<file path="config.mk">
export PLATFORM = sky130hd
export DESIGN_NAME = la_io_top
export DESIGN_NICKNAME = d
export VERILOG_FILES = /design/src/rtl/la_io_pkg.sv /design/src/rtl/io_req_if.sv /design/src/rtl/io_rsp_if.sv /design/src/rtl/spi_shifter.sv /design/src/rtl/io_axil_decode.sv /design/src/rtl/io_execute.sv /design/src/rtl/io_response.sv /design/src/rtl/la_io_top.sv
export SDC_FILE = /design/constraint.sdc
export NUM_CORES = 1
export LEC_CHECK = 0
export ABC_CLOCK_PERIOD_IN_PS = 2500
export BUFFER_PORTS_ARGS = -buffer_cell sky130_fd_sc_hd__clkbuf_2
export CELL_PAD_IN_SITES_DETAIL_PLACEMENT = 0
export CELL_PAD_IN_SITES_GLOBAL_PLACEMENT = 1
export CORE_ASPECT_RATIO = 0.75
export CORE_MARGIN = 2
export CORE_UTILIZATION = 40
export DETAILED_ROUTE_END_ITERATION = 12
export GPL_TIMING_DRIVEN = 0
export PLACE_DENSITY_LB_ADDON = 0.1
export RECOVER_POWER = 50
export SLEW_MARGIN = 40
export SYNTH_ARGS = -nofsm -noshare
export SYNTH_HDL_FRONTEND = slang
export SYNTH_SLANG_ARGS = --single-unit
</file>
<file path="constraint.sdc">
create_clock -name clk_48 -period 2.5 [get_ports clk_48]
set_clock_uncertainty 0.1 [all_clocks]
set_input_delay 0.125 -clock clk_48 [delete_from_list [all_inputs] [get_ports clk_48]]
set_output_delay 0.125 -clock clk_48 [all_outputs]
set_load 0.01 [all_outputs]
</file>
<file path="src/rtl/la_io_pkg.sv">
`default_nettype none

package la_io_pkg;

    // ------------------------------------------------------------
    // Bus widths
    // ------------------------------------------------------------
    localparam int ADDR_W = 8;
    localparam int DATA_W = 32;
    localparam int STRB_W = 4;

    // ------------------------------------------------------------
    // Register map
    // ------------------------------------------------------------
    localparam logic [ADDR_W-1:0] REG_LED_ADDR      = 8'h00;
    localparam logic [ADDR_W-1:0] REG_TMR_ADDR      = 8'h04;
    localparam logic [ADDR_W-1:0] REG_SPI_CTRL_ADDR = 8'h08;
    localparam logic [ADDR_W-1:0] REG_SPI_DATA_ADDR = 8'h0C;

    localparam int LED_W = 3;
    localparam logic [LED_W-1:0] LED_RESET = 3'd4;

    // Clocks per microsecond at 48 MHz
    localparam int TMR_PRESCALE = 48;
    localparam int SPI_BITS     = 8;

    typedef enum logic [1:0] {
        RESP_OKAY   = 2'b00,
        RESP_SLVERR = 2'b10
    } resp_t;

    typedef enum logic [2:0] {
        SEL_LED,
        SEL_TMR,
        SEL_SPI_CTRL,
        SEL_SPI_DATA,
        SEL_NONE
    } reg_sel_t;

endpackage

`default_nettype wire

</file>
<file path="src/rtl/io_req_if.sv">
`timescale 1ns/100ps
`default_nettype none

// Decoded register request, one cycle wide
interface io_req_if import la_io_pkg::*; ();

    logic              valid;
    logic              we;
    reg_sel_t          sel;
    logic [DATA_W-1:0] wdata;
    logic              byte0_en;

    modport decode_mp (
        output valid,
        output we,
        output sel,
        output wdata,
        output byte0_en
    );

    modport execute_mp (
        input valid,
        input we,
        input sel,
        input wdata,
        input byte0_en
    );

endinterface

`default_nettype wire

</file>
<file path="src/rtl/io_rsp_if.sv">
`timescale 1ns/100ps
`default_nettype none

interface io_rsp_if import la_io_pkg::*; ();

    logic              valid;
    logic              we;
    logic [DATA_W-1:0] rdata;
    resp_t             resp;

    modport execute_mp (
        output valid,
        output we,
        output rdata,
        output resp
    );

    modport result_mp (
        input valid,
        input we,
        input rdata,
        input resp
    );

endinterface

`default_nettype wire

</file>
<file path="src/rtl/spi_shifter.sv">
`timescale 1ns/100ps
`default_nettype none

module spi_shifter import la_io_pkg::*; (
    input  wire logic                clk_48,
    input  wire logic                rst_n,
    input  wire logic                cs_wr,
    input  wire logic                cs_val,
    input  wire logic                start,
    input  wire logic [SPI_BITS-1:0] tx_byte,
    output logic                     busy,
    output logic [SPI_BITS-1:0]      rx_byte,
    output logic                     spi_cs,
    output logic                     spi_clk,
    output logic                     spi_mosi,
    input  wire logic                spi_miso
);

    localparam int CNT_W = $clog2(SPI_BITS + 1);

    logic [CNT_W-1:0] bit_cnt;

    // Still busy while the last rising edge is pending
    assign busy = (bit_cnt != '0) || !spi_clk;

    always_ff @(posedge clk_48 or negedge rst_n) begin
        if (!rst_n) begin
            spi_cs   <= 1'b1;
            spi_clk  <= 1'b1;
            spi_mosi <= 1'b1;
            bit_cnt  <= '0;
            rx_byte  <= '0;
        end else begin
            if (cs_wr)
                spi_cs <= cs_val;

            if (!spi_clk) begin
                // Sample on the rising edge
                rx_byte[0] <= spi_miso;
                spi_clk    <= 1'b1;
            end else if (start) begin
                rx_byte <= tx_byte;
                bit_cnt <= CNT_W'(SPI_BITS);
            end else if (bit_cnt != '0) begin
                // Shift out MSB first on the falling edge
                spi_mosi <= rx_byte[SPI_BITS-1];
                rx_byte  <= {rx_byte[SPI_BITS-2:0], 1'b0};
                spi_clk  <= 1'b0;
                bit_cnt  <= bit_cnt - 1'b1;
            end
        end
    end

endmodule

`default_nettype wire

</file>
<file path="src/rtl/io_axil_decode.sv">
`timescale 1ns/100ps
`default_nettype none

module io_axil_decode import la_io_pkg::*; (
    input  wire logic              clk_48,
    input  wire logic              rst_n,

    input  wire logic [ADDR_W-1:0] s_axil_awaddr,
    input  wire logic              s_axil_awvalid,
    output logic                   s_axil_awready,

    input  wire logic [DATA_W-1:0] s_axil_wdata,
    input  wire logic [STRB_W-1:0] s_axil_wstrb,
    input  wire logic              s_axil_wvalid,
    output logic                   s_axil_wready,

    input  wire logic [ADDR_W-1:0] s_axil_araddr,
    input  wire logic              s_axil_arvalid,
    output logic                   s_axil_arready,

    input  wire logic              done,
    io_req_if.decode_mp            req
);

    logic busy;
    logic wr_hs;
    logic rd_hs;

    function automatic reg_sel_t map_sel(input logic [ADDR_W-1:0] addr);
        reg_sel_t sel;
        case ({addr[ADDR_W-1:2], 2'b00})
            REG_LED_ADDR:      sel = SEL_LED;
            REG_TMR_ADDR:      sel = SEL_TMR;
            REG_SPI_CTRL_ADDR: sel = SEL_SPI_CTRL;
            REG_SPI_DATA_ADDR: sel = SEL_SPI_DATA;
            default:           sel = SEL_NONE;
        endcase
        return sel;
    endfunction

    // Address and data are taken together and writes win over reads
    assign s_axil_awready = !busy && s_axil_awvalid && s_axil_wvalid;
    assign s_axil_wready  = s_axil_awready;
    assign s_axil_arready = !busy && !s_axil_awvalid && s_axil_arvalid;

    assign wr_hs = s_axil_awvalid && s_axil_awready;
    assign rd_hs = s_axil_arvalid && s_axil_arready;

    always_ff @(posedge clk_48 or negedge rst_n) begin
        if (!rst_n) begin
            busy      <= 1'b0;
            req.valid <= 1'b0;
            req.we    <= 1'b0;
        end else begin
            req.valid <= wr_hs || rd_hs;
            if (wr_hs || rd_hs) begin
                busy   <= 1'b1;
                req.we <= wr_hs;
            end else if (done) begin
                busy <= 1'b0;
            end
        end
    end

    always_ff @(posedge clk_48) begin
        if (wr_hs) begin
            req.sel      <= map_sel(s_axil_awaddr);
            req.wdata    <= s_axil_wdata;
            req.byte0_en <= s_axil_wstrb[0];
        end else if (rd_hs) begin
            req.sel      <= map_sel(s_axil_araddr);
        end
    end

endmodule

`default_nettype wire

</file>
<file path="src/rtl/io_execute.sv">
`timescale 1ns/100ps
`default_nettype none

module io_execute import la_io_pkg::*; (
    input  wire logic     clk_48,
    input  wire logic     rst_n,
    io_req_if.execute_mp  req,
    io_rsp_if.execute_mp  rsp,
    output logic [LED_W-1:0] led,
    output logic          spi_cs,
    output logic          spi_clk,
    output logic          spi_mosi,
    input  wire logic     spi_miso
);

    localparam int PRE_W = $clog2(TMR_PRESCALE);

    logic [PRE_W-1:0]    tmr_prescale;
    logic [DATA_W-1:0]   tmr_us;
    logic                wr_en;
    logic                spi_busy;
    logic [SPI_BITS-1:0] spi_rx;
    logic [DATA_W-1:0]   rdata_nxt;
    resp_t               resp_nxt;

    assign wr_en = req.valid && req.we && req.byte0_en;

    // ------------------------------------------------------------
    // LED register and microsecond timer
    // ------------------------------------------------------------
    always_ff @(posedge clk_48 or negedge rst_n) begin
        if (!rst_n) begin
            led          <= LED_RESET;
            tmr_prescale <= '0;
            tmr_us       <= '0;
        end else begin
            if (wr_en && req.sel == SEL_LED)
                led <= req.wdata[LED_W-1:0];
            if (tmr_prescale == PRE_W'(TMR_PRESCALE - 1)) begin
                tmr_prescale <= '0;
                tmr_us       <= tmr_us + 1'b1;
            end else begin
                tmr_prescale <= tmr_prescale + 1'b1;
            end
        end
    end

    spi_shifter u_spi (
        .clk_48   (clk_48),
        .rst_n    (rst_n),
        .cs_wr    (wr_en && req.sel == SEL_SPI_CTRL),
        .cs_val   (req.wdata[0]),
        .start    (wr_en && req.sel == SEL_SPI_DATA),
        .tx_byte  (req.wdata[SPI_BITS-1:0]),
        .busy     (spi_busy),
        .rx_byte  (spi_rx),
        .spi_cs   (spi_cs),
        .spi_clk  (spi_clk),
        .spi_mosi (spi_mosi),
        .spi_miso (spi_miso)
    );

    // ------------------------------------------------------------
    // Read data and response
    // ------------------------------------------------------------
    always_comb begin
        case (req.sel)
            SEL_LED:      rdata_nxt = DATA_W'(led);
            SEL_TMR:      rdata_nxt = tmr_us;
            SEL_SPI_CTRL: rdata_nxt = DATA_W'({spi_busy, spi_cs});
            SEL_SPI_DATA: rdata_nxt = DATA_W'(spi_rx);
            default:      rdata_nxt = '0;
        endcase
        resp_nxt = RESP_OKAY;
        // Timer is read only
        if (req.sel == SEL_NONE || (req.we && req.sel == SEL_TMR))
            resp_nxt = RESP_SLVERR;
    end

    always_ff @(posedge clk_48 or negedge rst_n) begin
        if (!rst_n)
            rsp.valid <= 1'b0;
        else
            rsp.valid <= req.valid;
    end

    always_ff @(posedge clk_48) begin
        if (req.valid) begin
            rsp.we    <= req.we;
            rsp.rdata <= rdata_nxt;
            rsp.resp  <= resp_nxt;
        end
    end

endmodule

`default_nettype wire

</file>
<file path="src/rtl/io_response.sv">
`timescale 1ns/100ps
`default_nettype none

module io_response import la_io_pkg::*; (
    input  wire logic        clk_48,
    input  wire logic        rst_n,
    io_rsp_if.result_mp      rsp,

    output logic [1:0]        s_axil_bresp,
    output logic              s_axil_bvalid,
    input  wire logic         s_axil_bready,

    output logic [DATA_W-1:0] s_axil_rdata,
    output logic [1:0]        s_axil_rresp,
    output logic              s_axil_rvalid,
    input  wire logic         s_axil_rready,

    output logic              done
);

    // ------------------------------------------------------------
    // B and R valid held until accepted
    // ------------------------------------------------------------
    always_ff @(posedge clk_48 or negedge rst_n) begin
        if (!rst_n) begin
            s_axil_bvalid <= 1'b0;
            s_axil_rvalid <= 1'b0;
        end else begin
            if (rsp.valid && rsp.we)
                s_axil_bvalid <= 1'b1;
            else if (s_axil_bready)
                s_axil_bvalid <= 1'b0;

            if (rsp.valid && !rsp.we)
                s_axil_rvalid <= 1'b1;
            else if (s_axil_rready)
                s_axil_rvalid <= 1'b0;
        end
    end

    always_ff @(posedge clk_48) begin
        if (rsp.valid) begin
            if (rsp.we) begin
                s_axil_bresp <= rsp.resp;
            end else begin
                s_axil_rdata <= rsp.rdata;
                s_axil_rresp <= rsp.resp;
            end
        end
    end

    // Releases decode for the next address
    assign done = (s_axil_bvalid && s_axil_bready) || (s_axil_rvalid && s_axil_rready);

endmodule

`default_nettype wire

</file>
<file path="src/rtl/la_io_top.sv">
`timescale 1ns/100ps
`default_nettype none

module la_io_top import la_io_pkg::*; (
    input  wire logic              clk_48,
    input  wire logic              rst_n,

    input  wire logic [ADDR_W-1:0] s_axil_awaddr,
    input  wire logic              s_axil_awvalid,
    output logic                   s_axil_awready,
    input  wire logic [DATA_W-1:0] s_axil_wdata,
    input  wire logic [STRB_W-1:0] s_axil_wstrb,
    input  wire logic              s_axil_wvalid,
    output logic                   s_axil_wready,
    output logic [1:0]             s_axil_bresp,
    output logic                   s_axil_bvalid,
    input  wire logic              s_axil_bready,
    input  wire logic [ADDR_W-1:0] s_axil_araddr,
    input  wire logic              s_axil_arvalid,
    output logic                   s_axil_arready,
    output logic [DATA_W-1:0]      s_axil_rdata,
    output logic [1:0]             s_axil_rresp,
    output logic                   s_axil_rvalid,
    input  wire logic              s_axil_rready,

    output logic                   spi_cs,
    output logic                   spi_clk,
    output logic                   spi_mosi,
    input  wire logic              spi_miso,

    output logic [LED_W-1:0]       led
);

    logic done;

    io_req_if req_bus ();
    io_rsp_if rsp_bus ();

    io_axil_decode u_decode (
        .clk_48         (clk_48),
        .rst_n          (rst_n),
        .s_axil_awaddr  (s_axil_awaddr),
        .s_axil_awvalid (s_axil_awvalid),
        .s_axil_awready (s_axil_awready),
        .s_axil_wdata   (s_axil_wdata),
        .s_axil_wstrb   (s_axil_wstrb),
        .s_axil_wvalid  (s_axil_wvalid),
        .s_axil_wready  (s_axil_wready),
        .s_axil_araddr  (s_axil_araddr),
        .s_axil_arvalid (s_axil_arvalid),
        .s_axil_arready (s_axil_arready),
        .done           (done),
        .req            (req_bus.decode_mp)
    );

    io_execute u_execute (
        .clk_48   (clk_48),
        .rst_n    (rst_n),
        .req      (req_bus.execute_mp),
        .rsp      (rsp_bus.execute_mp),
        .led      (led),
        .spi_cs   (spi_cs),
        .spi_clk  (spi_clk),
        .spi_mosi (spi_mosi),
        .spi_miso (spi_miso)
    );

    io_response u_response (
        .clk_48        (clk_48),
        .rst_n         (rst_n),
        .rsp           (rsp_bus.result_mp),
        .s_axil_bresp  (s_axil_bresp),
        .s_axil_bvalid (s_axil_bvalid),
        .s_axil_bready (s_axil_bready),
        .s_axil_rdata  (s_axil_rdata),
        .s_axil_rresp  (s_axil_rresp),
        .s_axil_rvalid (s_axil_rvalid),
        .s_axil_rready (s_axil_rready),
        .done          (done)
    );

endmodule

`default_nettype wire

</file>
Yosys cells after proc, flatten, opt, wreduce, memory -nomap -nowiden
Index checks and enable logic that the tools add are counted.
{"block": "word_totals", "reg_bits": 145, "output_inout_bits": 47, "wordCells": 99}
{"block": "op_classes", "bitwise_logic": 2, "reduce_logical": 37, "eq_ne": 12, "muxes": 21, "add_sub_neg": 3}
{"op": "32-bit case mux with 4 select lines", "count": 1}
{"op": "32-bit by 1-bit adder with 32-bit output (second input constant)", "count": 1}
{"op": "6-bit by 2-bit equality test with 1-bit output (second input constant)", "count": 4}
{"op": "3-bit case mux with 4 select lines", "count": 2}
{"op": "1-bit logical AND", "count": 16}
{"op": "8-bit 2-to-1 mux", "count": 2}
{"op": "6-bit by 1-bit equality test with 1-bit output (second input constant)", "count": 2}
{"op": "6-bit zero test", "count": 2}
{"op": "1-bit 2-to-1 mux", "count": 10}
{"op": "2-bit nonzero test", "count": 5}
{"op": "4-bit 2-to-1 mux", "count": 2}
{"op": "6-bit by 1-bit adder with 6-bit output (second input constant)", "count": 1}
{"op": "3-bit by 2-bit equality test with 1-bit output (second input constant)", "count": 2}
{"op": "6-bit equality test (second input constant)", "count": 1}
{"op": "3-bit 2-to-1 mux", "count": 2}
{"op": "6-bit 2-to-1 mux", "count": 1}
{"op": "2-bit AND reduction", "count": 3}
{"op": "1-bit zero test", "count": 4}
{"op": "1-bit logical OR", "count": 4}
{"op": "4-bit nonzero test", "count": 1}
{"op": "4-bit by 1-bit subtractor with 4-bit output (second input constant)", "count": 1}
{"op": "3-bit by 1-bit equality test with 1-bit output (second input constant)", "count": 1}
{"op": "3-bit equality test (second input constant)", "count": 1}
{"op": "3-bit zero test", "count": 1}
{"op": "4 further kinds", "count": 5}

Longest topological paths before layout
Gate-level depths: netlist of the first run.
{"block": "logic_depth", "depth_word": 6, "depth_mapped": 6, "mapped_depth_nobuf": 6}

Cells and area by module
Synthesis of the first run repeated with hierarchy kept, for this count alone.
{"block": "hier_totals", "cells_unflattened": 412, "hier_area_um2": 6531.3}
{"mod": "io_execute", "instances": 1, "area_each_um2": 3306.9, "seq_area_each_um2": 2073.2, "cells_per_inst": 252}
{"mod": "io_axil_decode", "instances": 1, "area_each_um2": 1286.2, "seq_area_each_um2": 1156.1, "cells_per_inst": 57}
{"mod": "io_response", "instances": 1, "area_each_um2": 1179.9, "seq_area_each_um2": 1131.1, "cells_per_inst": 45}
{"mod": "spi_shifter", "instances": 1, "area_each_um2": 758.2, "seq_area_each_um2": 379.1, "cells_per_inst": 58}

Worst setup path after synthesis of the first run
Ideal clock, no wire load.
{"block": "synth_path", "path_kind": "register to register", "start": "register u_decode.req.valid", "end": "register u_execute.u_spi.rx_byte[2]", "arrival_ns": 2.272, "setup_slack_ns": 0.003, "n_path_buf": 1, "path_stages_with_launch": 6, "setup_time_ns": 0.125, "path_cell_list": "dfrtp_1 > and4b_1 > and3_4 > buf_6 > mux2_4 > mux2_2"}
{"block": "synth_between", "elab_chain_cells": 5, "word_cells_on_any_way": 6, "classes_between": "1 x mux; 5 x reduce/logical"}
{"item": "start, declared", "line_no": "io_req_if.sv:14", "text": "output valid,"}
{"item": "start signal, assigned", "line_no": "io_axil_decode.sv:55", "text": "req.valid <= wr_hs || rd_hs;"}
{"item": "1-bit logical AND * (2 in series)", "line_no": "io_execute.sv:26", "text": "assign wr_en = req.valid && req.we && req.byte0_en;"}
{"item": "1-bit logical AND *", "line_no": "io_execute.sv:53", "text": ".start (wr_en && req.sel == SEL_SPI_DATA),"}
{"item": "2-bit nonzero test (no line)"}
{"item": "2-bit AND reduction (no line)"}
{"item": "end signal, assigned", "line_no": "spi_shifter.sv:42", "text": "rx_byte <= tx_byte;"}
{"item": "end signal, assigned", "line_no": "spi_shifter.sv:47", "text": "rx_byte <= {rx_byte[SPI_BITS-2:0], 1'b0};"}
{"item": "end, declared", "line_no": "spi_shifter.sv:12", "text": "output logic [SPI_BITS-1:0] rx_byte,"}
Every way passes the cells marked *; elsewhere a longest branch is shown, timed or not.
A chain may end at the register's enable or synchronous reset.

Worst setup path in the final report of the first run
{"block": "layout_path", "start": "register u_decode.req.valid", "end": "register u_execute.u_spi.rx_byte[5]"}
Same word-level chain as after synthesis.

==> metrics.log, run 1 <==
[metrics] launch point of the worst hold path: s_axil_awaddr[6]
[metrics] sequential cell area: ~0.0040 mm²
[metrics] WL/cell: 16.0 µm
[metrics] start of the worst register-to-register path: u_decode.req.valid
[metrics] total half-perimeter wirelength after legalization and detailed placement: 7.22 mm
[metrics] outcome: finished with violations
[metrics] number of buffers added on ports: 73
[metrics] die height: roughly 110 µm
[metrics] leak pwr: 2.96 nW
[metrics] First-pass DRT Iterations: 4
[metrics] Total Power Consumption: 6.51 mW
[metrics] RSZ-0062 raised after global routing: no
[metrics] startpoint type of the worst setup path: register
[metrics] number of warnings printed during yosys synthesis: 0
[metrics] most frequent standard cell in the layout excluding fill and tap cells: edfxtp_1
[metrics] count of final hold-check violations: 0
[metrics] Most used DFF post-synth: edfxtp_1
[metrics] internal reg-to-reg setup slack: around 0.13 ns
[metrics] largest area contributor in the netlist: edfxtp_1
[metrics] sink count of the clock tree: 142
[metrics] standard-cell rows: 37
[metrics] Initial DRC Count: 202
[metrics] total number of vias: 3,503
[metrics] slew at the pin closest to its max-slew limit: 1.63 ns
[metrics] total I/O pin count: 107
[metrics] pin count of the biggest net entering global routing: 63
[metrics] post-synthesis area per instance: 14.4 µm²
[metrics] Inserted Diodes: 0
[metrics] Tcrit/Tclk final: 94.8%
[metrics] full die area: 0.0154 mm²
[metrics] ratio of cells with drive above 1 in the final layout: 21.8%
[metrics] hold path depth: 4
[metrics] share of the synthesized area in the top cell type: 41.6%
[metrics] nets@finish: slightly below 600
[metrics] global-route wire length before repair: 18.2 mm
[metrics] clock insertion delay at the later pin of the skew report: 0.41 ns
[metrics] total instance count after detailed placement: 650
[metrics] violations in the final reports: capacitance limit, slew limit
[metrics] launch point of the worst path: u_decode.req.valid
[metrics] summed instance area of the synthesized netlist: between 0.005 and 0.006 mm²
[metrics] Max Buffers Root-to-Sink: 2
[metrics] number of filler instances in the final layout: 1,219
[metrics] post-synthesis cell count: 400
[metrics] number of nets with antenna violations after routing: 0
[metrics] worst-case headroom to the max-slew limit: -8.35%
[metrics] Layout Area Growth over Synthesis: 23.3%
[metrics] total congestion overflow: 0
[metrics] number of antenna violations at the first check in global routing: 0
[metrics] number of pins with negative max-slew slack in the final report: 77
[metrics] filler-free cell count of the finished design: 702
[metrics] number of buffers created by CTS: 17
[metrics] register bit total from synthesis: 142
[metrics] core utilization of the finished layout: about half
[metrics] sequential element share of the synthesized area: 68.6%
[metrics] type of the worst min-delay path: input port to register
[metrics] time the worst path needs with I/O delays and setup: about 2.4 ns
[metrics] Worst Hold End: u_decode.req.sel[2]
[metrics] mean number of vias per cell: roughly 5
[metrics] P per Cell Area: roughly 910 mW/mm²
[metrics] # DRC: 0
[metrics] nature of the critical path endpoint: register
[metrics] routability congestion estimate from global placement: 0.791
[metrics] CTS Root Buffer Type: clkbuf_16
[metrics] Worst Reg2Reg Path Length in Cells: 5
[metrics] initial core utilization: 41.6%
[metrics] Routed Wire Length: 11.2 mm
[metrics] Finish-stage setup viols: 0
[metrics] terminus of the critical flop-to-flop path: u_execute.u_spi.rx_byte[5]
[metrics] critical path arrival: 2.56 ns
[metrics] most used cells in the layout excluding fill and tap cells: edfxtp_1 (80), dfrtp_1 (57), clkbuf_1 (43)
[metrics] number of max-cap violations: 2
[metrics] EDFF count, synth: 80
[metrics] count of H-tree levels built during CTS: 4
[metrics] critical path required time: 2.69 ns
[metrics] all-layer global routing usage: around 16%
[metrics] area inside the core boundary: ~0.014 mm²
[metrics] maximum operating frequency: roughly 420 MHz
[metrics] Setup CP Type: register to register
[metrics] top post-synthesis cells by area: edfxtp_1 (42%), dfrtp_1 (25%), xor2_1 (3.8%)
[metrics] clock-pin slew of the registers on the worst-case setup and hold paths: 0.06 ns
[metrics] multi-input logic area: 0.00169 mm²
[metrics] share of flip-flops with an asynchronous set or reset after synthesis: a little over two fifths
[metrics] critical path peak fanout: 36
[metrics] worst IR drop on VDD: 453 µV
[metrics] CTS tree: built
[metrics] via count of the first global-routing pass: 3,508
[metrics] Chip Width: between 100 and 150 µm
[metrics] number of distinct standard cells referenced by the synthesized netlist: 53
registers in the layout (all words and copies together) (netlist names), 3 cells and up:
| name | cells |
|---|---|
| u_execute.u_spi.rx_byte | 8 |
| u_decode.req.sel | 3 |
| u_execute.led | 3 |
| u_execute.tmr_prescale | 6 |
| u_response.s_axil_rdata | 32 |
| u_decode.req.wdata | 8 |
| u_execute.rsp.rdata | 32 |
| u_execute.u_spi.bit_cnt | 4 |
| u_execute.tmr_us | 32 |
how the worst max path moves through the flow:
stage | to | slack [ns]
after floorplan | u_execute.u_spi.rx_byte[2] | 0.003
after detailed placement | u_execute.u_spi.rx_byte[6] | 0.11
after global routing | u_execute.u_spi.rx_byte[4] | 0.02
final | u_execute.u_spi.rx_byte[5] | 0.13
after global placement | u_response.s_axil_rdata[10] | -0.89
after CTS | u_decode.req.sel[0] | 0.06
cell families (layout without fill, tap and decap cells):
kind of cell | after synthesis | count (layout) | share of synthesized area, %
fa+ha+maj | 4 | 4 | 0.867
buf+inv | 28 | 154 | 2.25
mux | 28 | 28 | 6.13
compound gates | 22 | 22 | 2.80
flops | 142 | 142 | 68.6
other cells | 1 | 2 | 0.0650
xor+xnor | 33 | 33 | 5.01
simple gates | 142 | 142 | 14.3
synth_stat cells, types with 2 or more instances:
cell type,n
a21o_1,6
a21oi_1,2
a22o_1,3
a22oi_1,2
and2_1,22
and2b_1,2
and3_1,6
and4_1,3
and4b_1,2
buf_2,5
buf_4,3
clkbuf_1,5
dfrtp_1,58
dfstp_2,4
edfxtp_1,80
ha_1,4
inv_1,13
mux2_2,15
mux2_4,6
mux2i_1,5
mux4_2,2
nand2_1,21
nand3_1,9
nand3b_1,3
nand4_1,10
nor2_1,22
nor2b_1,2
nor3_1,15
nor3b_1,2
nor4_1,11
o21ai_0,3
or4_1,2
xnor2_1,8
xor2_1,25
worst max-delay path, stage by stage (launching register included):
cell,delay (ns)
dfrtp_4,0.74
and4b_1,0.39
and3_4,0.25
buf_6,0.17
mux2_4,0.31
mux2_2,0.27
repair_timing:
item | in CTS | in global routing
endpoints found under the hold margin | 79 | 0
hold buffers | 20 | 0
gates resized for setup | 0 | 1
setup endpoints to repair | 0 | 2
buffers inserted | 0 | 0
layout make-up:
type	count	area share [%]
clock inverter	13	1.83
inverter	13	0.738
timing repair buffer	94	7.49
sequential	142	55.7
clock buffer	19	6.36
tap	175	3.08
buffer	15	1.14
multi-input combinational	231	23.7
power by group:
part | internal (mW) | switching [mW] | leakage [nW] | total (mW)
logic | 0.439 | 0.434 | 1.12 | 0.874
clock network | 1.44 | 1.03 | 0.273 | 2.47
registers | 2.91 | 0.258 | 1.56 | 3.17
total | 4.79 | 1.72 | 2.96 | 6.51
metal layers:
layer,share of wire [%],global-route usage [%],vias up
li1,-,-,1680
met1,52,22.8,1726
met2,43,22.9,78
met3,3.7,4.25,19
met4,1.3,5.59,0
met5,0,0,-
through the flow:
step | hold WS (ns) | setup slack, ns | setup TNS [ns] | instance area [µm²]
2_1_floorplan | -0.271 | 0.00284 | 0 | 5780
3_3_place_gp | 0.202 | -0.893 | -36.41 | 6360
3_5_place_dp | 0.0607 | 0.114 | 0 | 6400
4_1_cts | 0.0114 | 0.0620 | 0 | 7180
5_1_grt | 0.0369 | 0.0151 | 0 | 7120
6_report | 0.0227 | 0.131 | 0 | 7120
Power figures use the tool's default switching activity.
==> inputs of run 2 (changes only) <==
--- a/config.mk
+++ b/config.mk
@@ -11,7 +11,7 @@
 export CELL_PAD_IN_SITES_GLOBAL_PLACEMENT = 1
 export CORE_ASPECT_RATIO = 0.75
 export CORE_MARGIN = 2
-export CORE_UTILIZATION = 40
+export CORE_UTILIZATION = 30
 export DETAILED_ROUTE_END_ITERATION = 12
 export GPL_TIMING_DRIVEN = 0
 export PLACE_DENSITY_LB_ADDON = 0.1
==> metrics.log, run 2 (synthesized netlist as in run 1, its figures left out) <==
[metrics] outcome: finished with violations
[metrics] violations in the final reports: capacitance limit, slew limit
[metrics] number of filler instances in the final layout: 1,773 (+45%)
[metrics] Max Buffers Root-to-Sink: 2 (unchanged)
[metrics] slowest stage cell on the critical path: dlygate4sd3_1
[metrics] mean number of vias per cell: 4.51 (-9.6%)
[metrics] hold path depth: 4 (unchanged)
[metrics] met1 global-route usage: 17.1% (-5.7 points)
[metrics] largest incremental delay on the critical path: 0.55 ns (-0.19 ns)
[metrics] count of final hold-check violations: 0 (unchanged)
[metrics] total number of vias: 3,502 (-0.029%)
[metrics] number of buffers added on ports: 73 (unchanged)
[metrics] time the worst path needs with I/O delays and setup: 2.26 ns (-0.105 ns)
[metrics] nets@finish: 580 (+0.35%)
[metrics] total congestion overflow: 0 (unchanged)
[metrics] die height: 124 µm (+15%)
[metrics] met2 track utilization from global routing: 18.3% (-4.6 points)
[metrics] Worst Reg2Reg Path Length in Cells: 5 (unchanged)
[metrics] global routing's busiest layer: met2
[metrics] via count of the first global-routing pass: 3,485 (-0.66%)
[metrics] number of antenna violations at the first check in global routing: 0 (unchanged)
[metrics] critical path peak fanout: 10 (-72%)
[metrics] leading registers by flop count: u_execute.rsp.rdata (32), u_execute.tmr_us (32), u_response.s_axil_rdata (32)
[metrics] area inside the core boundary: 0.0187 mm² (+34%)
[metrics] sink count of the clock tree: 142 (unchanged)
[metrics] Chip Width: 164 µm (+15%)
[metrics] critical path required time: 2.56 ns (-0.13 ns)
[metrics] RSZ-0062 raised after global routing: no
[metrics] P per Cell Area: 898 mW/mm² (-1.7%)
[metrics] multi-input logic area: 0.00170 mm² (+0.44%)
[metrics] standard-cell rows: 43 (+16%)
[metrics] full die area: 0.0204 mm² (+32%)
[metrics] sequential cell area: 0.00396 mm² (about the same)
[metrics] instance count on the critical path: 5 (unchanged)
[metrics] Finish-stage setup viols: 0 (unchanged)
[metrics] Placed Area: 0.00653 mm² (+2.1%)
[metrics] type of the worst min-delay path: input port to register
[metrics] met3 demand-to-capacity share in global routing: 3.80% (-0.46 points)
[metrics] Buf+Inv Stages, Crit Path: 2 (+1)
[metrics] Inserted Diodes: 0 (unchanged)
[metrics] # DRC: 0 (unchanged)
[metrics] CTS Root Buffer Type: clkbuf_16
[metrics] startpoint type of the worst setup path: register
[metrics] total half-perimeter wirelength after legalization and detailed placement: 7.78 mm (+7.8%)
[metrics] Total Power Consumption: 6.49 mW (-0.24%)
[metrics] worst-case headroom to the max-slew limit: -10.2% (-1.8 points)
[metrics] routability congestion estimate from global placement: 0.741 (-6.3%)
[metrics] count of H-tree levels built during CTS: 4 (unchanged)
[metrics] Setup CP Type: register to register
[metrics] First-pass DRT Iterations: 6 (+2)
[metrics] worst IR drop on VDD: 412 µV (-9.1%)
[metrics] number of buffers created by CTS: 17 (unchanged)
[metrics] leak pwr: 3.00 nW (+1.2%)
[metrics] Tcrit/Tclk final: 90.6% (-4.2 points)
[metrics] clock-pin slew of the registers on the worst-case setup and hold paths: 0.06 ns (about the same)
[metrics] number of pins with negative max-slew slack in the final report: 63 (-18%)
[metrics] ratio of cells with drive above 1 in the final layout: 22.5% (+0.67 points)
[metrics] nature of the critical path endpoint: register
[metrics] number of nets with antenna violations after routing: 0 (unchanged)
[metrics] maximum operating frequency: 442 MHz (+4.7%)
[metrics] total I/O pin count: 107 (unchanged)
[metrics] WL/cell: 14.9 µm (-6.6%)
[metrics] critical path, cell by cell: or2_2 -> clkinvlp_4 -> nor2_1 -> a22o_1 -> dlygate4sd3_1
[metrics] initial core utilization: 30.9% (-11 points)
[metrics] pin count of the biggest net entering global routing: 63 (unchanged)
[metrics] Layout Area Growth over Synthesis: 25.2%
[metrics] Non-Filler Cell Area, Final: 0.00723 mm² (+1.5%)
[metrics] most frequent standard cell in the layout excluding fill and tap cells: edfxtp_1
[metrics] clock insertion delay at the later pin of the skew report: 0.42 ns (about the same)
[metrics] gate family responsible for the most delay along the worst path: buffers and inverters
[metrics] Routed Wire Length: 11.6 mm (+3.3%)
[metrics] global-route wire length before repair: 18.6 mm (+2.4%)
[metrics] CTS tree: built
[metrics] slew at the pin closest to its max-slew limit: 1.65 ns (+0.0272 ns)
[metrics] post-CTS setup buffer count: 0 (unchanged)
[metrics] critical path arrival: 2.33 ns (-0.23 ns)
[metrics] Initial DRC Count: 165 (-18%)
[metrics] number of max-cap violations: 1 (-1)
[metrics] all-layer global routing usage: 12.3% (-3.4 points)
[metrics] most used cells in the layout excluding fill and tap cells: edfxtp_1 (80), dfrtp_1 (58), clkbuf_2 (42)
[run 2: cell count changes in the layout (fill, tap and decap cells not counted), sizes merged]
cell,delta
bufinv,+1
clkbuf,+4
clkinv,+3
clkinvlp,-2
inv,-4
[run 2: worst reg2reg max path, delay by kind of cell, from the launching register on]
kind	cells	cell delay, ns
flip-flops	1	0.39
AO/OA/AOI/OAI	1	0.23
buffers and inverters	2	0.79
AND/OR/NAND/NOR	2	0.49
[run 2: per-layer routing]
| layer | up-vias | wire length (µm) |
|---|---|---|
| met3 | 15 | 527 |
| met2 | 74 | 5170 |
| met4 | 0 | 176 |
| met1 | 1718 | 5720 |
| met5 | - | 0 |
| li1 | 1695 | - |
[run 2: repair_timing]
action / 4_1_cts / 5_1_grt
endpoints found under the hold margin: 78 / 0
hold buffers: 20 / 0
setup endpoints to repair: 0 / 2
gates resized for setup: 0 / 1
[run 2: per-stage QoR]
step                      hold WS, ns  std cells  setup TNS, ns  setup slack, ns  utilization, %
after floorplan                -0.271        401              0          0.00284               -
after global placement          0.203        721         -27.07           -0.676            34.6
after detailed placement       0.0619        724              0            0.263            35.0
after CTS                      0.0161        776              0           0.0275            39.1
after global routing           0.0467        776              0            0.102            38.7
final                          0.0251        776              0            0.236            38.7
[run 2: final cells by class]
type	count	share of cell area (%)
flip-flops and latches	142	54.8
multi-input cells	231	23.5
repair buffers	96	7.74
clock buffers	21	6.23
well taps	247	4.28
clock inverters	11	1.66
plain buffers	15	1.13
inverters	13	0.727
[run 2: worst paths after layout]
path                                   startpoint                          to  slack (ns)
hold reg to reg            u_execute.rsp.rdata[6]  u_response.s_axil_rdata[6]        0.31
max in group asynchronous                   rst_n        u_execute.tmr_us[13]        0.62
setup / recovery                    u_decode.busy         u_decode.req.sel[0]        0.24
hold / removal                   s_axil_awaddr[6]         u_decode.req.sel[2]        0.03
min in group asynchronous                   rst_n  u_execute.u_spi.bit_cnt[2]        0.69
setup reg to reg                    u_decode.busy         u_decode.req.sel[0]        0.24
[run 2: where the power goes]
group          total, mW  internal (mW)  leakage (nW)  switching, mW
Clock               2.44           1.49         0.274          0.954
Combinational      0.919          0.452          1.16          0.467
Sequential          3.13           2.91          1.56          0.219
==> inputs of run 3 (changes only) <==
--- a/config.mk
+++ b/config.mk
@@ -5,13 +5,14 @@
 export SDC_FILE = /design/constraint.sdc
 export NUM_CORES = 1
 export LEC_CHECK = 0
-export ABC_CLOCK_PERIOD_IN_PS = 2500
+export ABC_CLOCK_PERIOD_IN_PS = 2000
 export BUFFER_PORTS_ARGS = -buffer_cell sky130_fd_sc_hd__clkbuf_2
 export CELL_PAD_IN_SITES_DETAIL_PLACEMENT = 0
 export CELL_PAD_IN_SITES_GLOBAL_PLACEMENT = 1
 export CORE_ASPECT_RATIO = 0.75
 export CORE_MARGIN = 2
 export CORE_UTILIZATION = 30
+export CTS_CLUSTER_SIZE = 30
 export DETAILED_ROUTE_END_ITERATION = 12
 export GPL_TIMING_DRIVEN = 0
 export PLACE_DENSITY_LB_ADDON = 0.1
==> constraint.sdc (replaced) <==
create_clock -name clk_48 -period 2 [get_ports clk_48]
set_clock_uncertainty 0.1 [all_clocks]
set_input_delay 0.1 -clock clk_48 [delete_from_list [all_inputs] [get_ports clk_48]]
set_output_delay 0.1 -clock clk_48 [all_outputs]
set_load 0.01 [all_outputs]
==> metrics.log, run 3 (synthesized netlist as in run 1, its figures left out) <==
[metrics] Layout Area Growth over Synthesis: 29.4%
[metrics] number of buffers added on ports: 73 (unchanged)
[metrics] largest incremental delay on the critical path: 0.45 ns (-0.10 ns)
[metrics] CTS tree: built
[metrics] initial core utilization: 30.9% (unchanged)
[metrics] Initial DRC Count: 143 (-13%)
[metrics] number of max-cap violations: 0 (-1)
[metrics] pin count of the biggest net entering global routing: 63 (unchanged)
[metrics] number of antenna violations at the first check in global routing: 0 (unchanged)
[metrics] total half-perimeter wirelength after legalization and detailed placement: 7.59 mm (-2.5%)
[metrics] instance count on the critical path: 6 (+1)
[metrics] leak pwr: 3.11 nW (+3.7%)
[metrics] critical path required time: 2.07 ns (-0.49 ns)
[metrics] Inserted Diodes: 0 (unchanged)
[metrics] nature of the critical path endpoint: register
[metrics] leading registers by flop count: u_execute.rsp.rdata (32), u_execute.tmr_us (32), u_response.s_axil_rdata (32)
[metrics] Setup CP Type: register to register
[metrics] clock insertion delay at the later pin of the skew report: 0.42 ns (about the same)
[metrics] Chip Width: 164 µm (unchanged)
[metrics] Tcrit/Tclk final: 97.2% (+6.6 points)
[metrics] total congestion overflow: 0 (unchanged)
[metrics] all-layer global routing usage: 12.6% (+0.26 points)
[metrics] number of filler instances in the final layout: 1,744 (-1.6%)
[metrics] Worst Reg2Reg Path Length in Cells: 6 (+1)
[metrics] slowest stage cell on the critical path: mux4_2
[metrics] ratio of cells with drive above 1 in the final layout: 27.5% (+5.0 points)
[metrics] Finish-stage setup viols: 0 (unchanged)
[metrics] total number of vias: 3,483 (-0.54%)
[metrics] critical path arrival: 2.02 ns (-0.31 ns)
[metrics] worst IR drop on VDD: 486 µV (+18%)
[metrics] First-pass DRT Iterations: 4 (-2)
[metrics] total I/O pin count: 107 (unchanged)
[metrics] most used cells in the layout excluding fill and tap cells: edfxtp_1 (80), dfrtp_1 (54), clkbuf_2 (42)
[metrics] nets@finish: 586 (+1.0%)
[metrics] slew at the pin closest to its max-slew limit: 0.907 ns (-0.746 ns)
[metrics] maximum operating frequency: 514 MHz (+16%)
[metrics] Routed Wire Length: 11.9 mm (+2.7%)
[metrics] clock-pin slew of the registers on the worst-case setup and hold paths: 0.06 ns (about the same)
[metrics] most frequent standard cell in the layout excluding fill and tap cells: edfxtp_1
[metrics] terminus of the critical flop-to-flop path: u_execute.rsp.rdata[1]
[metrics] full die area: 0.0204 mm² (unchanged)
[metrics] number of nets with antenna violations after routing: 0 (unchanged)
[metrics] global-route wire length before repair: 19.1 mm (+2.6%)
[metrics] endpoint of the most critical setup path: u_execute.rsp.rdata[1]
[metrics] count of final hold-check violations: 0 (unchanged)
[metrics] sink count of the clock tree: 142 (unchanged)
[metrics] area inside the core boundary: 0.0187 mm² (unchanged)
[metrics] critical path peak fanout: 5 (-5)
[metrics] count of H-tree levels built during CTS: 4 (unchanged)
[metrics] number of pins with negative max-slew slack in the final report: 0 (-100%)
[metrics] via count of the first global-routing pass: 3,568 (+2.4%)
[metrics] WL/cell: 15.2 µm (+1.9%)
[metrics] Buf+Inv Stages, Crit Path: 1 (-1)
[metrics] gate family responsible for the most delay along the worst path: simple AND/OR/NAND/NOR gates
[metrics] mean number of vias per cell: 4.45 (-1.3%)
[metrics] type of the worst min-delay path: input port to register
[metrics] launch point of the worst path: u_execute.u_spi.bit_cnt[0]
[metrics] Non-Filler Cell Area, Final: 0.00747 mm² (+3.4%)
[metrics] routability congestion estimate from global placement: 0.751 (+1.4%)
[metrics] launch point of the worst hold path: s_axil_araddr[6]
[metrics] internal reg-to-reg setup slack: 0.06 ns (-0.18 ns)
[metrics] standard-cell rows: 43 (unchanged)
[metrics] time the worst path needs with I/O delays and setup: 1.94 ns (-0.320 ns)
[metrics] worst-case headroom to the max-slew limit: 39.6% (+50 points)
[metrics] die height: 124 µm (unchanged)
[metrics] outcome: finished, final reports clean
[metrics] startpoint type of the worst setup path: register
[metrics] Worst Hold Slack: 0.0194 ns (-0.00568 ns)
[metrics] Placed Area: 0.00651 mm² (-0.27%)
[metrics] Max Buffers Root-to-Sink: 2 (unchanged)
[metrics] P per Cell Area: 1110 mW/mm² (+23%)
[metrics] # DRC: 0 (unchanged)
[metrics] CTS Root Buffer Type: clkbuf_16
[metrics] start of the worst register-to-register path: u_execute.u_spi.bit_cnt[0]
[metrics] critical path, cell by cell: inv_1 -> ha_1 -> nor3b_4 -> nand2_1 -> mux4_2 -> and2b_1
[metrics] number of buffers created by CTS: 17 (unchanged)
## run 3: repair_timing
action,in CTS,in global routing
hold buffers,23,0
buffers inserted,4,2
endpoints found under the hold margin,80,0
gates cloned,0,1
resized for setup,9,27
pin swaps,0,2
endpoints found under the setup margin,41,45
## run 3: power breakdown
group	switching (mW)	internal (mW)	leakage (nW)
clock	1.28	1.86	0.281
combinational	0.592	0.592	1.27
sequential	0.294	3.64	1.56
total	2.17	6.09	3.11
## run 3: tightest hold or removal path, stage by stage
cell	delay (ns)
clkbuf_2	0.07
or4_1	0.09
nor2_1	0.06
nor2_1	0.10
## run 3: per-layer routing
| layer | vias to the layer above | global-route usage, % | part of all wire, % |
|---|---|---|---|
| li1 | 1712 | - | - |
| met1 | 1700 | 17.2 | 50 |
| met2 | 59 | 19.1 | 45 |
| met3 | 12 | 3.80 | 3.9 |
| met4 | 0 | 4.50 | 1.3 |
| met5 | - | 0 | 0 |
## run 3: area by class of cell
| type | instances | area (µm²) | area share (%) |
|---|---|---|---|
| Sequential cell | 142 | 3970 | 53.1 |
| Multi-Input combinational cell | 232 | 1850 | 24.8 |
| Timing Repair Buffer | 104 | 621 | 8.31 |
| Clock buffer | 18 | 429 | 5.74 |
| Tap cell | 247 | 309 | 4.14 |
| Clock inverter | 14 | 159 | 2.13 |
| Buffer | 12 | 88.8 | 1.19 |
| Inverter | 13 | 48.8 | 0.653 |
## run 3: worst min path at each step
stage | cells past startpoint | end
5_1_grt | 4 | u_decode.req.sel[2]
6_report | 4 | u_decode.req.sel[2]
3_5_place_dp | 2 | u_execute.led[1]
2_1_floorplan | 0 | u_decode.busy
3_3_place_gp | 1 | u_decode.req.wdata[6]
4_1_cts | 4 | u_decode.req.sel[2]
## run 3: per-stage QoR
step	worst slack [ns]	setup TNS (ns)	instances	utilization, %	total power [mW]
floorplan	-0.0439	-0.263	401	-	4.65
global placement	-0.307	-14.16	721	34.6	5.07
detailed placement	-0.321	-6.90	723	34.9	5.12
CTS	-0.0107	-0.0166	779	39.6	8.40
global route	-0.000891	-0.000891	782	40.0	8.68
finish	0.0563	0	782	40.0	8.26
